===== config.mk =====
export PLATFORM = sky130hd
export DESIGN_NAME = accel_top
export DESIGN_NICKNAME = d
export VERILOG_FILES = /design/src/hdl/accel_pkg.sv /design/src/hdl/accel_top.sv /design/src/hdl/csr_regs.sv /design/src/hdl/mac_engine.sv /design/src/hdl/operand_buffer.sv /design/src/hdl/packet_rx.sv /design/src/hdl/response_tx.sv /design/src/hdl/uart_rx.sv /design/src/hdl/uart_tx.sv
export SDC_FILE = /design/constraint.sdc
export NUM_CORES = 2
export LEC_CHECK = 0
export ABC_AREA = 1
export BUFFER_PORTS_ARGS = -buffer_cell sky130_fd_sc_hd__buf_4
export CAP_MARGIN = 20
export CORE_MARGIN = 1.5
export CORE_UTILIZATION = 52
export DETAILED_ROUTE_END_ITERATION = 6
export PLACE_DENSITY_LB_ADDON = 0.08
export SLEW_MARGIN = 20
export SYNTH_ARGS = -nofsm -noshare
export SYNTH_HDL_FRONTEND = slang
export SYNTH_SLANG_ARGS = --single-unit

===== constraint.sdc =====
create_clock -name clk -period 9.7 [get_ports clk]
set_clock_uncertainty 0.05 [all_clocks]
set_input_delay 0.97 -clock clk [delete_from_list [all_inputs] [get_ports clk]]
set_output_delay 0.97 -clock clk [all_outputs]
set_load 0.03 [all_outputs]

===== src/hdl/accel_pkg.sv =====
// ====================
// Shared sizes, command codes, CSR map and packet types
// Every accelerator module imports this package
// ====================
package accel_pkg;

    // ====================
    // Serial timing and sizes
    localparam int CLKS_PER_BIT = 16;
    localparam int PKT_BYTES    = 7;
    localparam int LANES        = 4;
    localparam int BUF_DEPTH    = 16;
    localparam int BUF_AW       = 4;
    localparam int KLEN_W       = 5;
    localparam int ACC_W        = 32;

    // Command codes, upper nibble of the command byte
    localparam logic [3:0] CMD_CSR_WR     = 4'h0;
    localparam logic [3:0] CMD_CSR_RD     = 4'h1;
    localparam logic [3:0] CMD_BUF_WR_A   = 4'h2;
    localparam logic [3:0] CMD_BUF_WR_B   = 4'h3;
    localparam logic [3:0] CMD_BUF_RD_OUT = 4'h4;
    localparam logic [3:0] CMD_START      = 4'h5;
    localparam logic [3:0] CMD_STATUS     = 4'h7;

    // CSR map
    localparam logic [7:0] CSR_KLEN    = 8'h00;
    localparam logic [7:0] CSR_SCRATCH = 8'h04;

    // ====================
    // Packet types
    typedef logic [7:0] byte_t;

    // Lane 0 sits in the low byte
    typedef logic [LANES-1:0][7:0] lanes_t;

    typedef union packed {
        logic [31:0] word;
        lanes_t      lanes;
    } pkt_data_u;

    typedef struct packed {
        byte_t       cmd;
        logic [15:0] addr;
        pkt_data_u   data;
        byte_t       pad;
    } pkt_t;

    typedef struct packed {
        byte_t       hdr;
        logic [31:0] data;
    } resp_t;

endpackage


===== src/hdl/accel_top.sv =====
// ====================
// Accelerator top level, serial command decode and block wiring
// ====================
`timescale 1ns/1ps

module accel_top import accel_pkg::*; (
    input  logic clk,
    input  logic rst_n,
    input  logic i_uart_rx,
    output logic o_uart_tx,
    output logic o_busy,
    output logic o_done,
    output logic o_error
);

    typedef enum logic [1:0] {SEL_CSR, SEL_RESULT, SEL_STATUS} resp_sel_e;

    byte_t             rx_byte;
    logic              rx_valid;
    logic              frm_err;
    pkt_t              pkt;
    logic              pkt_valid;
    logic [3:0]        cmd_code;
    logic              csr_wen;
    logic              wr_a;
    logic              wr_b;
    logic              start;
    logic              resp_req;
    resp_sel_e         resp_sel;
    logic [31:0]       csr_rdata;
    logic [KLEN_W-1:0] klen;
    logic [BUF_AW-1:0] raddr;
    lanes_t            act;
    lanes_t            wgt;
    logic [ACC_W-1:0]  result;
    resp_t             resp;
    byte_t             tx_data;
    logic              tx_valid;
    logic              tx_ready;

    assign cmd_code = pkt.cmd[7:4];

    // ====================
    // Command decode
    always_ff @(posedge clk) begin
        if (!rst_n) begin
            csr_wen  <= 1'b0;
            wr_a     <= 1'b0;
            wr_b     <= 1'b0;
            start    <= 1'b0;
            resp_req <= 1'b0;
            resp_sel <= SEL_CSR;
            o_error  <= 1'b0;
        end else begin
            csr_wen  <= pkt_valid && (cmd_code == CMD_CSR_WR);
            wr_a     <= pkt_valid && (cmd_code == CMD_BUF_WR_A);
            wr_b     <= pkt_valid && (cmd_code == CMD_BUF_WR_B);
            start    <= pkt_valid && (cmd_code == CMD_START);
            resp_req <= pkt_valid && (cmd_code == CMD_CSR_RD ||
                                      cmd_code == CMD_BUF_RD_OUT ||
                                      cmd_code == CMD_STATUS);
            if (pkt_valid) begin
                case (cmd_code)
                    CMD_BUF_RD_OUT: resp_sel <= SEL_RESULT;
                    CMD_STATUS:     resp_sel <= SEL_STATUS;
                    default:        resp_sel <= SEL_CSR;
                endcase
            end
            // Sticky until reset
            if (frm_err) begin
                o_error <= 1'b1;
            end
        end
    end

    // Packet fields stay stable until the next command byte arrives
    always_comb begin
        resp.hdr = pkt.cmd;
        case (resp_sel)
            SEL_RESULT: resp.data = result;
            SEL_STATUS: resp.data = {30'd0, o_error, o_busy};
            default:    resp.data = csr_rdata;
        endcase
    end

    // ====================
    // Blocks
    uart_rx u_uart_rx (
        .clk       (clk),
        .rst_n     (rst_n),
        .i_rx      (i_uart_rx),
        .o_data    (rx_byte),
        .o_valid   (rx_valid),
        .o_frm_err (frm_err)
    );

    packet_rx u_packet_rx (
        .clk          (clk),
        .rst_n        (rst_n),
        .i_byte       (rx_byte),
        .i_byte_valid (rx_valid),
        .o_pkt        (pkt),
        .o_pkt_valid  (pkt_valid)
    );

    csr_regs u_csr_regs (
        .clk     (clk),
        .rst_n   (rst_n),
        .i_wen   (csr_wen),
        .i_addr  (pkt.addr[7:0]),
        .i_wdata (pkt.data),
        .o_rdata (csr_rdata),
        .o_klen  (klen)
    );

    operand_buffer u_act_buf (
        .clk     (clk),
        .i_we    (wr_a),
        .i_waddr (pkt.addr[BUF_AW-1:0]),
        .i_wdata (pkt.data.lanes),
        .i_raddr (raddr),
        .o_rdata (act)
    );

    operand_buffer u_wgt_buf (
        .clk     (clk),
        .i_we    (wr_b),
        .i_waddr (pkt.addr[BUF_AW-1:0]),
        .i_wdata (pkt.data.lanes),
        .i_raddr (raddr),
        .o_rdata (wgt)
    );

    mac_engine u_mac_engine (
        .clk      (clk),
        .rst_n    (rst_n),
        .i_start  (start),
        .i_klen   (klen),
        .o_raddr  (raddr),
        .i_act    (act),
        .i_wgt    (wgt),
        .o_busy   (o_busy),
        .o_done   (o_done),
        .o_result (result)
    );

    response_tx u_response_tx (
        .clk        (clk),
        .rst_n      (rst_n),
        .i_req      (resp_req),
        .i_resp     (resp),
        .i_tx_ready (tx_ready),
        .o_tx_data  (tx_data),
        .o_tx_valid (tx_valid)
    );

    uart_tx u_uart_tx (
        .clk     (clk),
        .rst_n   (rst_n),
        .i_data  (tx_data),
        .i_valid (tx_valid),
        .o_ready (tx_ready),
        .o_tx    (o_uart_tx)
    );

endmodule


===== src/hdl/csr_regs.sv =====
// ====================
// Job length and scratch registers
// Written from CSR write packets, read back combinationally
// ====================
`timescale 1ns/1ps

module csr_regs import accel_pkg::*; (
    input  logic              clk,
    input  logic              rst_n,
    input  logic              i_wen,
    input  byte_t             i_addr,
    input  pkt_data_u         i_wdata,
    output logic [31:0]       o_rdata,
    output logic [KLEN_W-1:0] o_klen
);

    logic [KLEN_W-1:0] klen_q;
    logic [31:0]       scratch_q;

    always_ff @(posedge clk) begin
        if (!rst_n) begin
            klen_q    <= '0;
            scratch_q <= '0;
        end else if (i_wen) begin
            case (i_addr)
                // Upper bits of the length are dropped
                CSR_KLEN:    klen_q    <= i_wdata.word[KLEN_W-1:0];
                CSR_SCRATCH: scratch_q <= i_wdata.word;
                default:     ;
            endcase
        end
    end

    always_comb begin
        case (i_addr)
            CSR_KLEN:    o_rdata = 32'(klen_q);
            CSR_SCRATCH: o_rdata = scratch_q;
            default:     o_rdata = '0;
        endcase
    end

    assign o_klen = klen_q;

endmodule


===== src/hdl/mac_engine.sv =====
// ====================
// Dot-product engine over the two operand buffers
// Start while idle, o_done pulses with the final result in o_result
// ====================
`timescale 1ns/1ps

module mac_engine import accel_pkg::*; (
    input  logic              clk,
    input  logic              rst_n,
    input  logic              i_start,
    input  logic [KLEN_W-1:0] i_klen,
    output logic [BUF_AW-1:0] o_raddr,
    input  lanes_t            i_act,
    input  lanes_t            i_wgt,
    output logic              o_busy,
    output logic              o_done,
    output logic [ACC_W-1:0]  o_result
);

    logic [KLEN_W-1:0]       issue_cnt;
    logic                    issuing;
    logic                    rd_valid;
    logic signed [ACC_W-1:0] dot;

    assign issuing = o_busy && (issue_cnt < i_klen);
    assign o_raddr = issue_cnt[BUF_AW-1:0];

    // Signed products of all lanes, summed
    always_comb begin
        dot = '0;
        for (int l = 0; l < LANES; l++) begin
            dot = dot + ACC_W'($signed(i_act[l]) * $signed(i_wgt[l]));
        end
    end

    // Read of word k+1 overlaps the add of word k, so the job ends
    // in the first busy cycle with nothing left to issue
    always_ff @(posedge clk) begin
        if (!rst_n) begin
            o_busy    <= 1'b0;
            o_done    <= 1'b0;
            rd_valid  <= 1'b0;
            issue_cnt <= '0;
            o_result  <= '0;
        end else begin
            o_done   <= 1'b0;
            rd_valid <= issuing;
            if (rd_valid) begin
                o_result <= o_result + dot;
            end
            if (i_start && !o_busy) begin
                o_busy    <= 1'b1;
                issue_cnt <= '0;
                o_result  <= '0;
            end else if (issuing) begin
                issue_cnt <= issue_cnt + 1'b1;
            end else if (o_busy) begin
                o_busy <= 1'b0;
                o_done <= 1'b1;
            end
        end
    end

    done_after_busy: assert property (@(posedge clk) disable iff (!rst_n)
        o_done |-> $past(o_busy));

endmodule


===== src/hdl/operand_buffer.sv =====
// ====================
// Operand word memory, four int8 lanes per word
// One write port, one read port with a registered output
// ====================
`timescale 1ns/1ps

module operand_buffer import accel_pkg::*; (
    input  logic              clk,
    input  logic              i_we,
    input  logic [BUF_AW-1:0] i_waddr,
    input  lanes_t            i_wdata,
    input  logic [BUF_AW-1:0] i_raddr,
    output lanes_t            o_rdata
);

    lanes_t mem [BUF_DEPTH];

    always_ff @(posedge clk) begin
        if (i_we) begin
            mem[i_waddr] <= i_wdata;
        end
        // Read data shows up one cycle after the address
        o_rdata <= mem[i_raddr];
    end

endmodule


===== src/hdl/packet_rx.sv =====
// ====================
// Builds a seven-byte command packet from received bytes
// o_pkt_valid pulses once the last byte is placed
// ====================
`timescale 1ns/1ps

module packet_rx import accel_pkg::*; (
    input  logic  clk,
    input  logic  rst_n,
    input  byte_t i_byte,
    input  logic  i_byte_valid,
    output pkt_t  o_pkt,
    output logic  o_pkt_valid
);

    logic [2:0] idx;

    // Byte index and completion pulse
    always_ff @(posedge clk) begin
        if (!rst_n) begin
            idx         <= '0;
            o_pkt_valid <= 1'b0;
        end else begin
            o_pkt_valid <= 1'b0;
            if (i_byte_valid) begin
                if (int'(idx) == PKT_BYTES - 1) begin
                    idx         <= '0;
                    o_pkt_valid <= 1'b1;
                end else begin
                    idx <= idx + 1'b1;
                end
            end
        end
    end

    // Order is cmd, addr lo, addr hi, then data LSB first
    always_ff @(posedge clk) begin
        o_pkt.pad <= '0;
        if (i_byte_valid) begin
            case (idx)
                3'd0:    o_pkt.cmd        <= i_byte;
                3'd1:    o_pkt.addr[7:0]  <= i_byte;
                3'd2:    o_pkt.addr[15:8] <= i_byte;
                default: o_pkt.data.word[8 * (int'(idx) - 3) +: 8] <= i_byte;
            endcase
        end
    end

    idx_in_range: assert property (@(posedge clk) disable iff (!rst_n)
        int'(idx) <= PKT_BYTES - 1);

endmodule


===== src/hdl/response_tx.sv =====
// ====================
// Sends a response as header byte plus four data bytes
// Data goes LSB first, each byte only while the transmitter is ready
// ====================
`timescale 1ns/1ps

module response_tx import accel_pkg::*; (
    input  logic  clk,
    input  logic  rst_n,
    input  logic  i_req,
    input  resp_t i_resp,
    input  logic  i_tx_ready,
    output byte_t o_tx_data,
    output logic  o_tx_valid
);

    typedef enum logic [1:0] {TX_IDLE, TX_HDR, TX_DATA} tx_state_e;

    tx_state_e  state;
    logic [1:0] byte_cnt;
    resp_t      resp_q;

    always_ff @(posedge clk) begin
        if (!rst_n) begin
            state    <= TX_IDLE;
            byte_cnt <= '0;
        end else begin
            case (state)
                TX_IDLE: if (i_req) state <= TX_HDR;
                TX_HDR: begin
                    if (i_tx_ready) begin
                        state    <= TX_DATA;
                        byte_cnt <= '0;
                    end
                end
                default: begin
                    if (i_tx_ready) begin
                        byte_cnt <= byte_cnt + 1'b1;
                        if (byte_cnt == 2'd3) begin
                            state <= TX_IDLE;
                        end
                    end
                end
            endcase
        end
    end

    always_ff @(posedge clk) begin
        if (i_req && state == TX_IDLE) begin
            resp_q <= i_resp;
        end
    end

    assign o_tx_valid = (state != TX_IDLE);
    assign o_tx_data  = (state == TX_HDR) ? resp_q.hdr : resp_q.data[{byte_cnt, 3'b000} +: 8];

    // A packet takes longer than a response, so they never overlap
    no_req_while_active: assert property (@(posedge clk) disable iff (!rst_n)
        i_req |-> state == TX_IDLE);

endmodule


===== src/hdl/uart_rx.sv =====
// ====================
// 8N1 serial receiver, samples each bit at its middle
// Pulses o_valid per good byte, o_frm_err on a low stop bit
// ====================
`timescale 1ns/1ps

module uart_rx import accel_pkg::*; (
    input  logic  clk,
    input  logic  rst_n,
    input  logic  i_rx,
    output byte_t o_data,
    output logic  o_valid,
    output logic  o_frm_err
);

    typedef enum logic [1:0] {RX_IDLE, RX_START, RX_DATA, RX_STOP} rx_state_e;

    rx_state_e                         state;
    logic [2:0]                        rx_sync;
    logic [$clog2(CLKS_PER_BIT)-1:0]   cnt;
    logic [2:0]                        bit_idx;

    always_ff @(posedge clk) begin
        if (!rst_n) begin
            state     <= RX_IDLE;
            rx_sync   <= '1;
            cnt       <= '0;
            bit_idx   <= '0;
            o_valid   <= 1'b0;
            o_frm_err <= 1'b0;
        end else begin
            o_valid   <= 1'b0;
            o_frm_err <= 1'b0;
            // Two sync flops, third one keeps the last value for edge detect
            rx_sync   <= {rx_sync[1:0], i_rx};
            cnt       <= cnt + 1'b1;
            case (state)
                RX_IDLE: begin
                    cnt <= '0;
                    if (rx_sync[2] && !rx_sync[1]) begin
                        state <= RX_START;
                    end
                end
                RX_START: begin
                    if (int'(cnt) == CLKS_PER_BIT / 2 - 1) begin
                        cnt     <= '0;
                        bit_idx <= '0;
                        // Glitch shorter than half a bit is dropped
                        state   <= rx_sync[1] ? RX_IDLE : RX_DATA;
                    end
                end
                RX_DATA: begin
                    if (int'(cnt) == CLKS_PER_BIT - 1) begin
                        cnt     <= '0;
                        o_data  <= {rx_sync[1], o_data[7:1]};
                        bit_idx <= bit_idx + 1'b1;
                        if (bit_idx == 3'd7) begin
                            state <= RX_STOP;
                        end
                    end
                end
                default: begin
                    if (int'(cnt) == CLKS_PER_BIT - 1) begin
                        state     <= RX_IDLE;
                        o_valid   <= rx_sync[1];
                        o_frm_err <= !rx_sync[1];
                    end
                end
            endcase
        end
    end

endmodule


===== src/hdl/uart_tx.sv =====
// ====================
// 8N1 serial transmitter
// Takes a byte on i_valid while o_ready is high
// ====================
`timescale 1ns/1ps

module uart_tx import accel_pkg::*; (
    input  logic  clk,
    input  logic  rst_n,
    input  byte_t i_data,
    input  logic  i_valid,
    output logic  o_ready,
    output logic  o_tx
);

    logic                              busy;
    logic [8:0]                        shreg;
    logic [$clog2(CLKS_PER_BIT)-1:0]   cnt;
    logic [3:0]                        bit_idx;

    assign o_ready = !busy;

    always_ff @(posedge clk) begin
        if (!rst_n) begin
            busy    <= 1'b0;
            o_tx    <= 1'b1;
            cnt     <= '0;
            bit_idx <= '0;
        end else if (!busy) begin
            if (i_valid) begin
                // Start bit goes out now, stop bit waits above the data
                busy    <= 1'b1;
                shreg   <= {1'b1, i_data};
                o_tx    <= 1'b0;
                cnt     <= '0;
                bit_idx <= '0;
            end
        end else if (int'(cnt) == CLKS_PER_BIT - 1) begin
            cnt <= '0;
            if (bit_idx == 4'd9) begin
                busy <= 1'b0;
            end else begin
                o_tx    <= shreg[0];
                shreg   <= {1'b1, shreg[8:1]};
                bit_idx <= bit_idx + 1'b1;
            end
        end else begin
            cnt <= cnt + 1'b1;
        end
    end

endmodule


## After elaboration in Yosys (flattened, before gate mapping)

Memory sizes are Yosys's and may differ from the RTL's. A register that Yosys moved wholly into a read port is not among the register bits.
Cells that the tools add are included.

- Logic and storage cells: 187
- Bits in registers: 222
- Bits in latches: 0
- Memory bits (read-only): 0
- Memories: 2
- Bits of input ports: 3
- RAM bits: 1024
- Output and inout bits: 4

Memories:

| memory | words | bits a word | rd ports | clocked after memory_dff | wr ports | RTL line | RTL |
|---|---|---|---|---|---|---|---|
| u_act_buf.mem | 16 | 32 | 1 | 1 | 1 | operand_buffer.sv:16 | `lanes_t mem [BUF_DEPTH];` |
| u_wgt_buf.mem | 16 | 32 | 1 | 1 | 1 | operand_buffer.sv:16 |  |

- Reductions and logical operators: 40
- Equality and inequality tests: 31
- Div/mod/pow operators: 0
- Add/sub/neg operators: 13
- Magnitude comparators: 1
- Bitwise gates (word level): 5
- Multiplexer cells: 53
- Shift operators: 3
- $mul: 4

Operator list:

| cell | number |
|---|---|
| $add 32x32->32 | 4 |
| $pmux 32 s2 | 2 |
| $mul 8x8->16 | 4 |
| $mux 9 | 4 |
| $neg 32->33 | 1 |
| $shift 8x33->32 const A | 1 |
| $shiftx 8x33->32 | 1 |
| $bwmux 32 | 1 |
| $mux 4 | 8 |
| $shiftx 32x6->8 | 1 |
| $mux 2 | 12 |
| $mux 1 | 16 |
| $reduce_and 2->1 | 7 |
| $add 4x1->4 const B | 3 |
| $eq 4x1->1 const B | 3 |
| $eq 4x3->1 const B | 3 |
| $ne 2x2->1 const B | 6 |
| $pmux 2 s2 | 3 |
| $pmux 4 s3 | 1 |
| $logic_and 1x1->1 | 9 |
| $mux 3 | 3 |
| $reduce_and 3->1 | 3 |
| $eq 4x2->1 const B | 2 |
| $eq 4x4->1 const B | 2 |
| other kinds (29) | 50 |

## Logic depth before layout (Yosys ltp)

- Depth after elaboration: 5
- Depth in mapped cells: 40
- Gate-level depth less buffers: 39

## Modules after synthesis

Synthesis repeated with hierarchy kept, for this count alone.

- Cells, all modules: 7185
- Area, all modules: 69515.4 sq um

Modules (own cells, without submodules):

| module | area each (sq um) | cells an instance | seq. area each (sq um) | times used |
|---|---|---|---|---|
| operand_buffer | 22730.6 | 2120 | 16015.4 | 2 |
| mac_engine | 15427.3 | 2002 | 800.8 | 1 |
| packet_rx | 2397.3 | 183 | 1761.7 | 1 |
| csr_regs | 1930.6 | 320 | 740.7 | 1 |
| response_tx | 1762.9 | 149 | 1281.2 | 1 |
| uart_rx | 927.1 | 94 | 520.5 | 1 |
| uart_tx | 907.1 | 111 | 440.4 | 1 |
| accel_top | 701.9 | 86 | 160.2 | 1 |

## Worst setup path after synthesis

Ideal clock, no wire load.

- Path kind: register to register
- Start point: reg u_wgt_buf.o_rdata[10] (netlist name) (read register of u_wgt_buf.mem)
- End point: reg u_mac_engine.o_result[29]
- Required time: 9.541 ns
- Library setup time: 0.109 ns
- Cell stages (with the launch flop): 33
- Data arrival time: 7.049 ns
- Path slack: 2.492 ns
- Buffers on the path: 1
- Period minus slack after synthesis: 7.208 ns
- Path through: dfxtp_1 -> clkbuf_1 -> nand2_1 -> inv_1 -> fa_1 -> inv_1 -> fa_1 -> fa_1 -> fa_1 -> inv_1 -> ha_1 -> a21oi_1 -> nor3_1 -> a211oi_1 -> nand3_1 -> xor2_1 -> fa_1 -> inv_1 -> fa_1 -> inv_1 -> fa_1 -> inv_1 -> ha_1 -> nand2_1 -> nor2_1 -> inv_1 -> nor2_1 -> and2_1 -> nand2_1 -> nand3_1 -> nand3_1 -> nand2_1 -> inv_1

- Word-level cells in the longest chain between the ends: 5

RTL lines:

| item | RTL line | RTL |
|---|---|---|
| from (decl) | operand_buffer.sv:13 | `output lanes_t o_rdata` |
| $mul 8x8->16 | mac_engine.sv:32 | `dot = dot + ACC_W'($signed(i_act[l]) * $signed(i_wgt[l]));` |
| $add 32x32->32 (3 in a row) | mac_engine.sv:32 |  |
| $add 32x32->32 | mac_engine.sv:49 | `o_result <= o_result + dot;` |
| to (signal assigned) | mac_engine.sv:49 |  |
| to (decl) | mac_engine.sv:17 | `output logic [ACC_W-1:0] o_result` |

Every way passes these cells.
A chain may end at the register's enable or synchronous reset.

## Final worst setup path

- Start point: reg u_wgt_buf.o_rdata[10] (netlist name) (read register of u_wgt_buf.mem)
- End point: reg u_mac_engine.o_result[27]

The elaborated chain is that of the path after synthesis.

==> reports/metrics.yaml <==
multi_input_area_um2: 22700
vias: 41900
place_congestion: 0.864
cts_setup_buffers: 0
tightest_slew_ns: 1.15
cp.arrival_ns: 8.78
finalCritPeriodShare: 0.843
synth_edf_count: 1128
clkSinkCount: 1309
hold_viol_final: 0
layout.cells.non_filler: 7499
ys.flop_type: "edfxtp_1"
grt_start_max_net_pins: 211
startpoint_type: "flip-flop"
finish.utilization: 0.574
p_leak_nw: 25.7
use_met3: 0.0384
drcViolationCount: 0
timing.fmax_mhz: 122
critPathSlowestCell: "fa_1"
final-seq-area_um2: 37500
status: "complete, no violations"
layout-drive-gt1-share: 0.0616
synth_seq_cells: 1309
synth.avg_cell_area_um2: 11.1
grtUsageMet1: 0.384
power_mw: 11.4
top_usage_layer: "met2"
worst_slack_ns: 1.53
firstDrtPassIters: 6
power_density_nw_per_um2: 161
layout_min_cycle_time_ns: 8.17
cts_tree: "yes"
required_ns: 10.31
setup_tns_ns: 0
yosysTopAreaCellShare: 0.524
use_met2: 0.432
initial_core_util: 0.523
ir_drop_mv: 0.185
holdBufCountCts: 0
critical_path_buf_inv_count: 8
ys_types: 55
ioPinCount: 7
die_area_um2: 126000
grt_pass1_wl_um: 253000
hold_path_class: "primary input to flip-flop"
track_usage: 0.268
critPathCaptureType: "flip-flop"
die_height_um: 355
core-area_um2: 123000
cp_slowest_stage_delay_ns: 0.66
grt_overflow: 0
synth_largest_area_cell: "edfxtp_1"
die_w_um: 355
h-tree-depth: 4
rsz0062_at_grt: "false"
drv_slew: 0
avgRoutedWirePerCell_um: 22.4
synth_area_um2: 64600
ant_nets: 0
cp.depth: 31
ys_warn_count: 0
finalSetupViolations: 0
hold_depth: 2
portBuffers: 6
dpl.hpwl_um: 103000
slew_headroom: 0.231
final_nets: 6204
layout_common_cells: "edfxtp_1 (1128), inv_1 (841), nor2_1 (777)"
worstSetupPathType: "flip-flop to flip-flop"
cap_violations: 0
insertion_delay_ns: 0.78
async_flop_share: 0
cts_buffers: 140
crit_family: "adder cells"
syn_to_final_growth_pct: 9.79
yosys-top-cells-area: "edfxtp_1 (52%), fa_1 (8.8%), dfxtp_1 (5.6%), inv_1 (4.9%), nor2_1 (4.7%)"
synth_nets: 6266
dpl.cell_count: 7234
critPathMostFrequentCell: "inv_1"
grt_antenna_before_repair: 11
clkTransAtPathRegs_ns: 0.06
cts_resized: 0
synth.yosys.seq_area_share: 0.580
final_common_cell: "edfxtp_1"
rr_worst_depth: 31
grt_pass1_vias: 40400
vias_per_cell: 5.59
first_iter_violations: 4337
wl_um: 168000
synthCells: 5809
rows: 129
place_ws_ns: 1.38
clockRootBuffer: "clkbuf_16"
clock_path_buffers: 3
n_fill_cell: 10400
crit_fanout: 15
==> worst paths after layout <==
kind | start | to | slack, ns
worst max-delay path | u_wgt_buf.o_rdata[10] | u_mac_engine.o_result[27] | 1.53
worst min-delay path | i_uart_rx | u_uart_rx.rx_sync[0] | 0.33
worst max register to register | u_wgt_buf.o_rdata[10] | u_mac_engine.o_result[27] | 1.53
worst min register to register | u_uart_rx.rx_sync[0] | u_uart_rx.rx_sync[1] | 0.36
==> state kept, by name, summed over array words and instances, names as in the netlist, 4 cells and up <==
signal                  cells
u_act_buf.mem             512
u_wgt_buf.mem             512
u_packet_rx.o_pkt          48
u_response_tx.resp_q       40
u_act_buf.o_rdata          32
u_csr_regs.scratch_q       32
u_mac_engine.o_result      32
u_wgt_buf.o_rdata          32
u_uart_rx.o_data            8
u_uart_tx.shreg             8
u_csr_regs.o_klen           5
u_mac_engine.issue_cnt      5
u_uart_rx.cnt               4
u_uart_tx.bit_idx           4
u_uart_tx.cnt               4
==> logic make-up after synthesis <==
| group | share of synthesized area |
|---|---|
| adders and majority gates | 0.121 |
| AOI/OAI and AO/OA | 0.0822 |
| DFF | 0.580 |
| and+or+nand+nor | 0.118 |
| xor gates and xnor gates | 0.0100 |
| muxes | 0.0170 |
| buffers and inverters | 0.0716 |
==> metrics by stage <==
| stage | instance area, µm² | hold WS (ns) |
|---|---|---|
| 3_3_place_gp | 66100 | 0.353 |
| 5_1_grt | 70900 | 0.305 |
| 4_1_cts | 70800 | 0.281 |
| 2_1_floorplan | 64600 | 0.343 |
| 6_report | 70900 | 0.330 |
| 3_5_place_dp | 66200 | 0.348 |
==> final cells by class <==
| cell class | count | share of cell area |
|---|---|---|
| clock buffers | 175 | 0.0518 |
| well taps | 1637 | 0.0289 |
| diodes | 3 | 0.000106 |
| inverters | 852 | 0.0453 |
| repair buffers | 92 | 0.0117 |
| multi-input cells | 3352 | 0.320 |
| clock inverters | 79 | 0.0131 |
| flip-flops and latches | 1309 | 0.529 |
==> Yosys cell counts (5+ instances only) <==
cell type and instances:
fa_1 283, buf_6 18, o221ai_1 110, o21bai_1 6, nand3_1 229, and2_1 5
nor3b_1 8, buf_4 32, a31oi_1 11, inv_1 844, dfxtp_1 181, buf_1 9
xnor2_1 32, nand2_1 767, xor2_1 40, clkbuf_1 198, o22ai_1 9, edfxtp_1 1128
nor2_1 801, mux2i_1 110, or2_2 17, o31ai_1 27, nand4_1 19, nor3_1 29
ha_1 171, o21ai_0 351, o32ai_1 146, buf_2 38, a21oi_1 127, o211ai_1 19
==> layer usage <==
layer,part of all wire,vias up,wire (µm)
met5,0.00025,-,42
met4,0.021,6,3550
met3,0.061,217,10300
met2,0.47,1256,79200
met1,0.45,20900,75000
li1,-,19500,-
==> report_power, final <==
part	internal, mW	total, mW	switching, mW
Clock	3.05	5.32	2.27
Combinational	0.0180	0.0615	0.0435
Sequential	6.03	6.04	0.00857
No activity file was read; power rests on OpenSTA's default activity.
